### config.mk
export PLATFORM = sky130hd
export DESIGN_NAME = cabinet_top
export DESIGN_NICKNAME = d
export VERILOG_FILES = /design/src/source/arcade_pkg.sv /design/src/source/bridge_regs.sv /design/src/source/cabinet_top.sv /design/src/source/control_router.sv /design/src/source/reset_stretch.sv /design/src/source/video_formatter.sv
export SDC_FILE = /design/constraint.sdc
export NUM_CORES = 1
export LEC_CHECK = 0
export BUFFER_PORTS_ARGS = -buffer_cell sky130_fd_sc_hd__clkbuf_2
export CAP_MARGIN = 20
export CORE_MARGIN = 8
export CORE_UTILIZATION = 30
export DETAILED_ROUTE_END_ITERATION = 10
export GPL_TIMING_DRIVEN = 0
export PLACE_DENSITY_LB_ADDON = 0.15
export SLEW_MARGIN = 10
export SYNTH_ARGS = -nofsm -noshare
export SYNTH_HDL_FRONTEND = slang
export SYNTH_SLANG_ARGS = --single-unit
### constraint.sdc
create_clock -name clk_74a -period 2.4 [get_ports clk_74a]
set_input_delay 0.12 -clock clk_74a [delete_from_list [all_inputs] [get_ports clk_74a]]
set_output_delay 0.12 -clock clk_74a [all_outputs]
set_load 0.03 [all_outputs]
### src/source/arcade_pkg.sv
//////////////////////////////////////////////////
// arcade cabinet glue package
// widths, bridge register map, timing constants
// and the structs shared by the cabinet blocks
//////////////////////////////////////////////////

package arcade_pkg;

    // bus and pad widths
    localparam int BRIDGE_W = 32;
    localparam int KEY_W = 16;
    localparam int JOY_W = 32;
    localparam int DIPS_W = 16;
    localparam int CTRL_W = 7;

    // full bridge addresses
    localparam logic [BRIDGE_W-1:0] ADDR_LIVES = 32'h2000_0000;
    localparam logic [BRIDGE_W-1:0] ADDR_DIFFICULTY = 32'h3000_0000;
    localparam logic [BRIDGE_W-1:0] ADDR_BONUS = 32'h4000_0000;
    localparam logic [BRIDGE_W-1:0] ADDR_DEMO_SOUNDS = 32'h5000_0000;
    localparam logic [BRIDGE_W-1:0] ADDR_RESET = 32'h8000_0000;
    localparam logic [BRIDGE_W-1:0] ADDR_ANALOGIZER_ENA = 32'hF200_0000;
    localparam logic [BRIDGE_W-1:0] ADDR_SNAC_CFG = 32'hF700_0000;

    // stick thresholds, idle sits near 0x80
    localparam logic [7:0] STICK_LOW = 8'h40;
    localparam logic [7:0] STICK_HIGH = 8'hC0;

    // adapter controller types
    localparam logic [4:0] SNAC_TYPE_NONE = 5'h00;
    localparam logic [4:0] SNAC_TYPE_ANALOG_A = 5'h12;
    localparam logic [4:0] SNAC_TYPE_ANALOG_B = 5'h13;

    // stretch lengths, shortened for simulation
    localparam int RESET_HOLD_CYCLES = 64;
    localparam int COIN_PULSE_CYCLES = 32;
    localparam int RESET_CNT_W = $clog2(RESET_HOLD_CYCLES + 1);
    localparam int COIN_CNT_W = $clog2(COIN_PULSE_CYCLES + 1);

    // pad bitmap positions
    localparam int KEY_UP = 0;
    localparam int KEY_DOWN = 1;
    localparam int KEY_LEFT = 2;
    localparam int KEY_RIGHT = 3;
    localparam int KEY_A = 4;
    localparam int KEY_SELECT = 14;
    localparam int KEY_START = 15;

    // which adapter player lands on which pocket player
    typedef enum logic [1:0] {
        ASSIGN_P1_TO_P1 = 2'd0,
        ASSIGN_P1_TO_P2 = 2'd1,
        ASSIGN_BOTH_STRAIGHT = 2'd2,
        ASSIGN_BOTH_SWAPPED = 2'd3
    } snac_assign_e;

    typedef struct packed {
        logic [BRIDGE_W-1:0] addr;
        logic rd;
        logic wr;
        logic [BRIDGE_W-1:0] wr_data;
    } bridge_bus_t;

    typedef struct packed {
        logic [1:0] lives;
        logic [2:0] difficulty;
        logic [2:0] bonus;
        logic demo_sounds;
    } dip_cfg_t;

    // 8 bits, also the read-back layout
    typedef struct packed {
        logic [4:0] cont_type;
        snac_assign_e assignment;
        logic blank_screen;
    } snac_cfg_t;

    typedef struct packed {
        logic [11:0] rgb12;
        logic hblank;
        logic vblank;
        logic hs;
        logic vs;
    } core_video_t;

    typedef struct packed {
        logic [23:0] rgb24;
        logic de;
        logic hs;
        logic vs;
    } pocket_video_t;

endpackage

### src/source/bridge_regs.sv
//////////////////////////////////////////////////
// bridge configuration registers
// dip settings, adapter enable, snac settings and
// the soft reset toggle, plus the read-back mux
//////////////////////////////////////////////////

`timescale 1ns/10ps

module bridge_regs (
    input  logic                                clk_74a,
    input  logic                                rst,
    input  arcade_pkg::bridge_bus_t             bus,
    output logic [arcade_pkg::BRIDGE_W-1:0]     rd_data,
    output arcade_pkg::dip_cfg_t                dips,
    output arcade_pkg::snac_cfg_t               snac_cfg,
    output logic                                analogizer_ena,
    output logic                                reset_toggle
);

    //////////////////////////////////////////////////
    // write decode
    //////////////////////////////////////////////////

    // full address compare, host broadcasts writes to every device
    always_ff @(posedge clk_74a) begin
        if (rst) begin
            dips <= '0;
            snac_cfg <= '0;
            analogizer_ena <= 1'b0;
            reset_toggle <= 1'b0;
        end else if (bus.wr) begin
            case (bus.addr)
                arcade_pkg::ADDR_LIVES: begin
                    dips.lives <= bus.wr_data[1:0];
                end
                arcade_pkg::ADDR_DIFFICULTY: begin
                    dips.difficulty <= bus.wr_data[2:0];
                end
                arcade_pkg::ADDR_BONUS: begin
                    dips.bonus <= bus.wr_data[2:0];
                end
                arcade_pkg::ADDR_DEMO_SOUNDS: begin
                    dips.demo_sounds <= bus.wr_data[0];
                end
                arcade_pkg::ADDR_ANALOGIZER_ENA: begin
                    analogizer_ena <= bus.wr_data[0];
                end
                arcade_pkg::ADDR_SNAC_CFG: begin
                    // cont_type, assignment, blank_screen from bit 7 down
                    snac_cfg <= arcade_pkg::snac_cfg_t'(bus.wr_data[7:0]);
                end
                arcade_pkg::ADDR_RESET: begin
                    // any write flips it, data ignored
                    reset_toggle <= ~reset_toggle;
                end
                default: begin
                end
            endcase
        end
    end

    //////////////////////////////////////////////////
    // read-back mux
    //////////////////////////////////////////////////

    // zero latency, follows addr directly
    always_comb begin
        rd_data = '0;
        case (bus.addr)
            arcade_pkg::ADDR_ANALOGIZER_ENA: begin
                rd_data[0] = analogizer_ena;
            end
            arcade_pkg::ADDR_SNAC_CFG: begin
                rd_data[7:0] = snac_cfg;
            end
            default: begin
                // dips and reset are write only
                rd_data = '0;
            end
        endcase
    end

endmodule

### src/source/cabinet_top.sv
//////////////////////////////////////////////////
// cabinet glue top level
// joins the bridge registers, reset stretcher,
// controller router and video formatter
//////////////////////////////////////////////////

`timescale 1ns/10ps

module cabinet_top (
    input  logic                                clk_74a,
    input  logic                                rst,
    input  arcade_pkg::bridge_bus_t             bridge,
    output logic [arcade_pkg::BRIDGE_W-1:0]     bridge_rd_data,
    input  logic [arcade_pkg::KEY_W-1:0]        cont1_key,
    input  logic [arcade_pkg::KEY_W-1:0]        cont2_key,
    input  logic [arcade_pkg::KEY_W-1:0]        snac_p1_btn,
    input  logic [arcade_pkg::JOY_W-1:0]        snac_p1_joy,
    input  logic [arcade_pkg::KEY_W-1:0]        snac_p2_btn,
    input  logic [arcade_pkg::JOY_W-1:0]        snac_p2_joy,
    input  arcade_pkg::core_video_t             core_video,
    output logic [arcade_pkg::DIPS_W-1:0]       game_dips,
    output logic [arcade_pkg::CTRL_W-1:0]       game_controls,
    output logic [arcade_pkg::KEY_W-1:0]        p2_controls,
    output logic                                core_reset,
    output arcade_pkg::pocket_video_t           pocket_video
);

    arcade_pkg::dip_cfg_t dips;
    arcade_pkg::snac_cfg_t snac_cfg;
    logic analogizer_ena;
    logic reset_toggle;

    bridge_regs regs0 (
        .clk_74a        (clk_74a),
        .rst            (rst),
        .bus            (bridge),
        .rd_data        (bridge_rd_data),
        .dips           (dips),
        .snac_cfg       (snac_cfg),
        .analogizer_ena (analogizer_ena),
        .reset_toggle   (reset_toggle)
    );

    reset_stretch rst_stretch0 (
        .clk_74a        (clk_74a),
        .rst            (rst),
        .reset_toggle   (reset_toggle),
        .core_reset     (core_reset)
    );

    control_router router0 (
        .clk_74a        (clk_74a),
        .rst            (rst),
        .snac_cfg       (snac_cfg),
        .analogizer_ena (analogizer_ena),
        .cont1_key      (cont1_key),
        .cont2_key      (cont2_key),
        .snac_p1_btn    (snac_p1_btn),
        .snac_p1_joy    (snac_p1_joy),
        .snac_p2_btn    (snac_p2_btn),
        .snac_p2_joy    (snac_p2_joy),
        .game_controls  (game_controls),
        .p2_controls    (p2_controls)
    );

    video_formatter video0 (
        .clk_74a        (clk_74a),
        .rst            (rst),
        .core_video     (core_video),
        .analogizer_ena (analogizer_ena),
        .blank_screen   (snac_cfg.blank_screen),
        .pocket_video   (pocket_video)
    );

    // dip switch layout the game core expects, spare bits low
    assign game_dips = {dips.demo_sounds, 1'b0, dips.lives, 6'b0,
                        dips.difficulty, dips.bonus};

endmodule

### src/source/control_router.sv
//////////////////////////////////////////////////
// controller routing
// handheld or adapter pads, stick to dpad, and the
// coin press stretched into a long pulse
//////////////////////////////////////////////////

`timescale 1ns/10ps

module control_router (
    input  logic                                clk_74a,
    input  logic                                rst,
    input  arcade_pkg::snac_cfg_t               snac_cfg,
    input  logic                                analogizer_ena,
    input  logic [arcade_pkg::KEY_W-1:0]        cont1_key,
    input  logic [arcade_pkg::KEY_W-1:0]        cont2_key,
    input  logic [arcade_pkg::KEY_W-1:0]        snac_p1_btn,
    input  logic [arcade_pkg::JOY_W-1:0]        snac_p1_joy,
    input  logic [arcade_pkg::KEY_W-1:0]        snac_p2_btn,
    input  logic [arcade_pkg::JOY_W-1:0]        snac_p2_joy,
    output logic [arcade_pkg::CTRL_W-1:0]       game_controls,
    output logic [arcade_pkg::KEY_W-1:0]        p2_controls
);

    logic snac_is_analog;
    logic snac_off;
    logic [arcade_pkg::KEY_W-1:0] snac_p1_fix;
    logic [arcade_pkg::KEY_W-1:0] snac_p2_fix;
    logic [arcade_pkg::KEY_W-1:0] p1_next;
    logic [arcade_pkg::KEY_W-1:0] p2_next;
    logic [arcade_pkg::KEY_W-1:0] p1_controls;
    logic coin_prev;
    logic [arcade_pkg::COIN_CNT_W-1:0] coin_cnt;

    //////////////////////////////////////////////////
    // direction fix
    //////////////////////////////////////////////////

    // left stick only, x in the low byte and y above it
    function automatic logic [arcade_pkg::KEY_W-1:0] fix_dirs(
        input logic [arcade_pkg::KEY_W-1:0] btn,
        input logic [arcade_pkg::JOY_W-1:0] joy,
        input logic analog
    );
        logic [arcade_pkg::KEY_W-1:0] word;
        logic [7:0] stick_x;
        logic [7:0] stick_y;
        word = btn;
        stick_x = joy[7:0];
        stick_y = joy[15:8];
        if (analog) begin
            // dead zone between the two thresholds
            word[arcade_pkg::KEY_UP] = stick_y < arcade_pkg::STICK_LOW;
            word[arcade_pkg::KEY_DOWN] = stick_y > arcade_pkg::STICK_HIGH;
            word[arcade_pkg::KEY_LEFT] = stick_x < arcade_pkg::STICK_LOW;
            word[arcade_pkg::KEY_RIGHT] = stick_x > arcade_pkg::STICK_HIGH;
        end
        return word;
    endfunction

    assign snac_is_analog = (snac_cfg.cont_type == arcade_pkg::SNAC_TYPE_ANALOG_A) ||
                            (snac_cfg.cont_type == arcade_pkg::SNAC_TYPE_ANALOG_B);
    assign snac_off = !analogizer_ena || (snac_cfg.cont_type == arcade_pkg::SNAC_TYPE_NONE);
    assign snac_p1_fix = fix_dirs(snac_p1_btn, snac_p1_joy, snac_is_analog);
    assign snac_p2_fix = fix_dirs(snac_p2_btn, snac_p2_joy, snac_is_analog);

    //////////////////////////////////////////////////
    // player routing
    //////////////////////////////////////////////////

    always_comb begin
        // handheld pads unless the adapter is live
        p1_next = cont1_key;
        p2_next = cont2_key;
        if (!snac_off) begin
            case (snac_cfg.assignment)
                arcade_pkg::ASSIGN_P1_TO_P1: begin
                    p1_next = snac_p1_fix;
                    p2_next = cont1_key;
                end
                arcade_pkg::ASSIGN_P1_TO_P2: begin
                    // raw buttons here, stick not applied
                    p1_next = cont1_key;
                    p2_next = snac_p1_btn;
                end
                arcade_pkg::ASSIGN_BOTH_STRAIGHT: begin
                    p1_next = snac_p1_fix;
                    p2_next = snac_p2_fix;
                end
                arcade_pkg::ASSIGN_BOTH_SWAPPED: begin
                    p1_next = snac_p2_fix;
                    p2_next = snac_p1_fix;
                end
            endcase
        end
    end

    always_ff @(posedge clk_74a) begin
        if (rst) begin
            p1_controls <= '0;
            p2_controls <= '0;
        end else begin
            p1_controls <= p1_next;
            p2_controls <= p2_next;
        end
    end

    //////////////////////////////////////////////////
    // coin stretcher
    //////////////////////////////////////////////////

    // fires on release of select, one pulse at a time
    always_ff @(posedge clk_74a) begin
        if (rst) begin
            coin_prev <= 1'b0;
            coin_cnt <= '0;
        end else begin
            coin_prev <= p1_controls[arcade_pkg::KEY_SELECT];
            if (coin_cnt != '0) begin
                coin_cnt <= coin_cnt - 1'b1;
            end else if (coin_prev && !p1_controls[arcade_pkg::KEY_SELECT]) begin
                coin_cnt <= arcade_pkg::COIN_CNT_W'(arcade_pkg::COIN_PULSE_CYCLES);
            end
        end
    end

    // up, down, left, right, a, start, coin from the msb down
    assign game_controls = {
        p1_controls[arcade_pkg::KEY_UP],
        p1_controls[arcade_pkg::KEY_DOWN],
        p1_controls[arcade_pkg::KEY_LEFT],
        p1_controls[arcade_pkg::KEY_RIGHT],
        p1_controls[arcade_pkg::KEY_A],
        p1_controls[arcade_pkg::KEY_START],
        coin_cnt != '0
    };

    a_coin_bounded: assert property (@(posedge clk_74a) disable iff (rst)
        coin_cnt <= arcade_pkg::COIN_CNT_W'(arcade_pkg::COIN_PULSE_CYCLES));

endmodule

### src/source/reset_stretch.sv
//////////////////////////////////////////////////
// soft reset stretcher
// each toggle edge gives a fixed-length core reset
//////////////////////////////////////////////////

`timescale 1ns/10ps

module reset_stretch (
    input  logic clk_74a,
    input  logic rst,
    input  logic reset_toggle,
    output logic core_reset
);

    logic toggle_prev;
    logic [arcade_pkg::RESET_CNT_W-1:0] hold_cnt;

    // counter loads full length, output high while nonzero
    always_ff @(posedge clk_74a) begin
        if (rst) begin
            toggle_prev <= 1'b0;
            hold_cnt <= '0;
        end else begin
            // prev always follows, so a toggle mid-stretch is lost
            toggle_prev <= reset_toggle;
            if (hold_cnt != '0) begin
                hold_cnt <= hold_cnt - 1'b1;
            end else if (reset_toggle != toggle_prev) begin
                hold_cnt <= arcade_pkg::RESET_CNT_W'(arcade_pkg::RESET_HOLD_CYCLES);
            end
        end
    end

    // hard reset passes straight to the core
    assign core_reset = rst | (hold_cnt != '0);

    // stretch never longer than the hold length
    a_hold_bounded: assert property (@(posedge clk_74a) disable iff (rst)
        hold_cnt <= arcade_pkg::RESET_CNT_W'(arcade_pkg::RESET_HOLD_CYCLES));

endmodule

### src/source/video_formatter.sv
//////////////////////////////////////////////////
// video output formatter
// 12-bit to 24-bit colour, data enable from the
// blanking signals, screen blank, sync edge pulses
//////////////////////////////////////////////////

`timescale 1ns/10ps

module video_formatter (
    input  logic                        clk_74a,
    input  logic                        rst,
    input  arcade_pkg::core_video_t     core_video,
    input  logic                        analogizer_ena,
    input  logic                        blank_screen,
    output arcade_pkg::pocket_video_t   pocket_video
);

    logic active;
    logic hide_pixel;
    logic [23:0] rgb_wide;
    logic hs_prev;
    logic vs_prev;

    assign active = !(core_video.hblank || core_video.vblank);
    // handheld screen goes dark while the adapter drives a crt
    assign hide_pixel = blank_screen && analogizer_ena;
    // nibble repeat so 0xf maps to full 0xff
    assign rgb_wide = {{2{core_video.rgb12[11:8]}},
                       {2{core_video.rgb12[7:4]}},
                       {2{core_video.rgb12[3:0]}}};

    always_ff @(posedge clk_74a) begin
        if (rst) begin
            pocket_video <= '0;
            hs_prev <= 1'b0;
            vs_prev <= 1'b0;
        end else begin
            pocket_video.de <= active;
            if (active && !hide_pixel) begin
                pocket_video.rgb24 <= rgb_wide;
            end else begin
                pocket_video.rgb24 <= '0;
            end
            // rising edge only, one cycle wide
            pocket_video.hs <= core_video.hs && !hs_prev;
            pocket_video.vs <= core_video.vs && !vs_prev;
            hs_prev <= core_video.hs;
            vs_prev <= core_video.vs;
        end
    end

    // scaler must never see colour outside the active area
    a_blank_black: assert property (@(posedge clk_74a) disable iff (rst)
        !pocket_video.de |-> (pocket_video.rgb24 == '0));

endmodule

==> metrics.csv <==
stage,metric,value,unit
outcome,status,completed,
pwr,leakagePower,2.90,nW
worst_setup_path,worstPathArrival,2.15,ns
clock_network,clk_pin_slew,0.06,ns
die,die_x,132,um
clock_network,post-cts-setup-buffer-count,0,
sta,fin_crit,2.27,ns
grt,antenna_found_initial,0,
sta,tightest_slew,0.624,ns
routing,wl_met2,7100,um
routing,drtAntennaViolNets,0,
cells_and_area,drive_above_1_share,41.1,%
routing,wl_met1,5940,um
logic_synthesis,ys_async_sr_fraction,0,%
grt,grt_first_pass_wirelength,22800,um
clock_network,cts_tree,yes,
sta,fin_crit_sh,94.4,%
die,row_count,42,
grt,gr-total-overflow,0,
logic_synthesis,netlist_instances,474,
worst_setup_path,slowest_delay,0.38,ns
sta,rsz0062_at_grt,false,
routing,drcViolationCount,0,
logic_synthesis,synth.yosys.seq_area_share,36.9,%
worst_setup_path,setup.worst_path.end_class,primary output,
die,die_area,17300,um2
cells_and_area,fin_cells,936,
job,drv_cap,0,
logic_synthesis,ys_seq_elements,74,
grt,grt_max_degree,14,
clock_network,htreeDepth,3,
sta,setup_violations,0,
routing,wl_met3,986,um
logic_synthesis,syn_avg_cell_area,8.46,um2
die,core,13100,um2
sta,setup_ws,0.134,ns
routing,avgRoutedWirePerCell,15.3,um
routing,first_pass_iters,6,
routing,vias,4298,
clock_network,cts_sinks,74,
placed_design,gp_congestion,0.807,
logic_synthesis,ys_top_cells_by_area,"dfxtp_1, buf_4, mux2i_1",
min_path,hold_path.class,in -> reg,
cells_and_area,utilization,45.6,%
grt,grt_pass1_vias,4462,
logic_synthesis,yosys.area.top_type,dfxtp_1,
cells_and_area,area_growth,49.5,%
pwr,p_per_area,659,nW/um2
die,die_y,132,um
placed_design,dp_hpwl,11700,um
logic_synthesis,yosys.area_share.simple,28.1,%
cells_and_area,final_cell_mix,"clkbuf_2, dfxtp_1, nand2_1, buf_4, o21ai_0",
cells_and_area,num_antenna_cells,0,
logic_synthesis,synth_edf_count,0,
die,initial_utilization,30.5,%
cells_and_area,final.fill_count,1340,
routing,drtIter0Drc,197,
grt,grt_use_total,16.1,%
cells_and_area,multiInputGateArea,2150,um2
logic_synthesis,synth_ff_type,dfxtp_1,
placed_design,dp_slack,0.387,ns
clock_network,cts.path.max_buffers,2,
placed_design,dpl.cell_count,902,
routing,maxUsedRoutingLayer,met4,
worst_setup_path,worst_setup_path_start_kind,flip-flop,
sta,max_freq,0.441,GHz
sta,slew_viol_final,0,
logic_synthesis,yosys.area.top_type_share,36.9,%
worst_setup_path,path_cells,inv_1 -> ha_1 -> or3b_1 -> or3_4 -> or3_1 -> clkbuf_2,
routing,viasPerCell,4.59,
clock_network,cts_root_buffer,clkbuf_16,
pwr,peakVddDrop,0.307,mV
placed_design,dpl_cell_area,5450,um2
worst_setup_path,worstPathRequired,2.28,ns
clock_network,clk-insertion-delay-late,0.33,ns
die,ios,311,
logic_synthesis,muxShareOfSynthArea,6.24,%
logic_synthesis,synth_warnings,0,
routing,wl,14300,um
logic_synthesis,syn-cell-area,4010,um2
worst_setup_path,crit_fanout,5,
placed_design,io_buffers,222,
logic_synthesis,synth_compound_area_share,14.2,%
cells_and_area,nNetsFinal,969,
cells_and_area,final_common_cell,clkbuf_2,
logic_synthesis,ys_types,53,
sta,relSlewSlack,58.0,%
worst_setup_path,worst-setup-path-type,reg -> out,
cells_and_area,design_area,5990,um2
worst_setup_path,cpMaxStageDelayCell,or3b_1,
logic_synthesis,synth_xor_area_share,1.53,%
sta,finalSetupTns,0,ns
logic_synthesis,synth_top_family_by_area,simple AND/OR/NAND/NOR gates,
sta,clock_skew,0.00421,ns
sta,hold_violations,0,
cells_and_area,seq_area,1480,um2
clock_network,cts_buffers,9,
logic_synthesis,synthAdderAreaFrac,0.624,%
[area by class of cell]
cell class / count / area share, %
multi-input combinational: 352 / 35.9
sequential: 74 / 24.7
timing repair buffer: 240 / 21.5
buffer: 72 / 7.89
clock buffer: 10 / 3.99
tap: 176 / 3.67
clock inverter: 6 / 1.88
inverter: 6 / 0.376
[state kept, by name, indices dropped and copies added (netlist names), 6 cells and up]
| signal | cells |
|---|---|
| router0.p1_controls | 7 |
| router0.p2_controls | 16 |
| regs0.snac_cfg | 8 |
| router0.coin_cnt | 6 |
| video0.pocket_video | 15 |
| rst_stretch0.hold_cnt | 7 |
| regs0.dips | 9 |
[worst paths after layout]
check | from | endpoint | slack (ns) | depth (start not counted)
worst max register to register | regs0.snac_cfg[6] | router0.p2_controls[14] | 0.47 | 6
worst min register to register | video0.hs_prev | video0.pocket_video[1] | 0.38 | 1
worst min-delay path | cont2_key[13] | router0.p2_controls[13] | 0.01 | 3
worst max-delay path | rst_stretch0.hold_cnt[0] | core_reset | 0.13 | 6
[cell usage after synthesis, drive strengths merged (4+ instances only)]
cell and count:
buf 54, nand2 52, nor4 12, nor2b 9, or3 11, xnor2 6, o21ai 33, nor3 15
nand4 4, and2 22, nand3b 7, a2111oi 4, nand3 8, nand2b 20, inv 6, mux2i 25
dfxtp 74, nor2 24, o31ai 4, a21oi 28, a211oi 7, clkbuf 18
[layer usage]
layer	vias to the layer above	track usage [%]
li1	2136	-
met1	1978	18.4
met2	166	27.8
met3	18	5.26
met4	0	5.62
met5	-	0
[cell families after synthesis]
| family | after synthesis |
|---|---|
| AND/OR/NAND/NOR | 198 |
| AO/OA/AOI/OAI | 89 |
| buffers and inverters | 78 |
| flip-flops | 74 |
| multiplexers | 25 |
| XOR/XNOR | 7 |
| adder cells (fa/ha/maj) | 2 |
| other | 1 |
[power by group]
group / internal (W) / switching (W) / leakage [nW]
clock network: 0.00105 / 0.000553 / 0.173
logic: 0.000424 / 0.000529 / 2.12
registers: 0.00133 / 0.0000645 / 0.607
[through the flow]
stage / total power, W / hold slack [ns]
6_report: 0.00395 / 0.0132
5_1_grt: 0.00416 / 0.0102
3_5_place_dp: 0.00234 / 0.322
3_3_place_gp: 0.00232 / 0.321
2_1_floorplan: 0.00206 / 0.199
4_1_cts: 0.00397 / 0.000553
[timing repair]
action | 4_1_cts | 5_1_grt
endpoints found under the hold margin | 17 | 0
resized for setup | 0 | 3
hold buffers | 18 | 0
setup endpoints to repair | 0 | 2
[critical path, delay by kind of cell, from the launching register on]
kind,cells,cell delay [ns]
DFF,1,0.32
and+or+nand+nor,3,1.06
adders and majority gates,1,0.17
buffers and inverters,2,0.27
No activity file was read; power rests on OpenSTA's default activity.
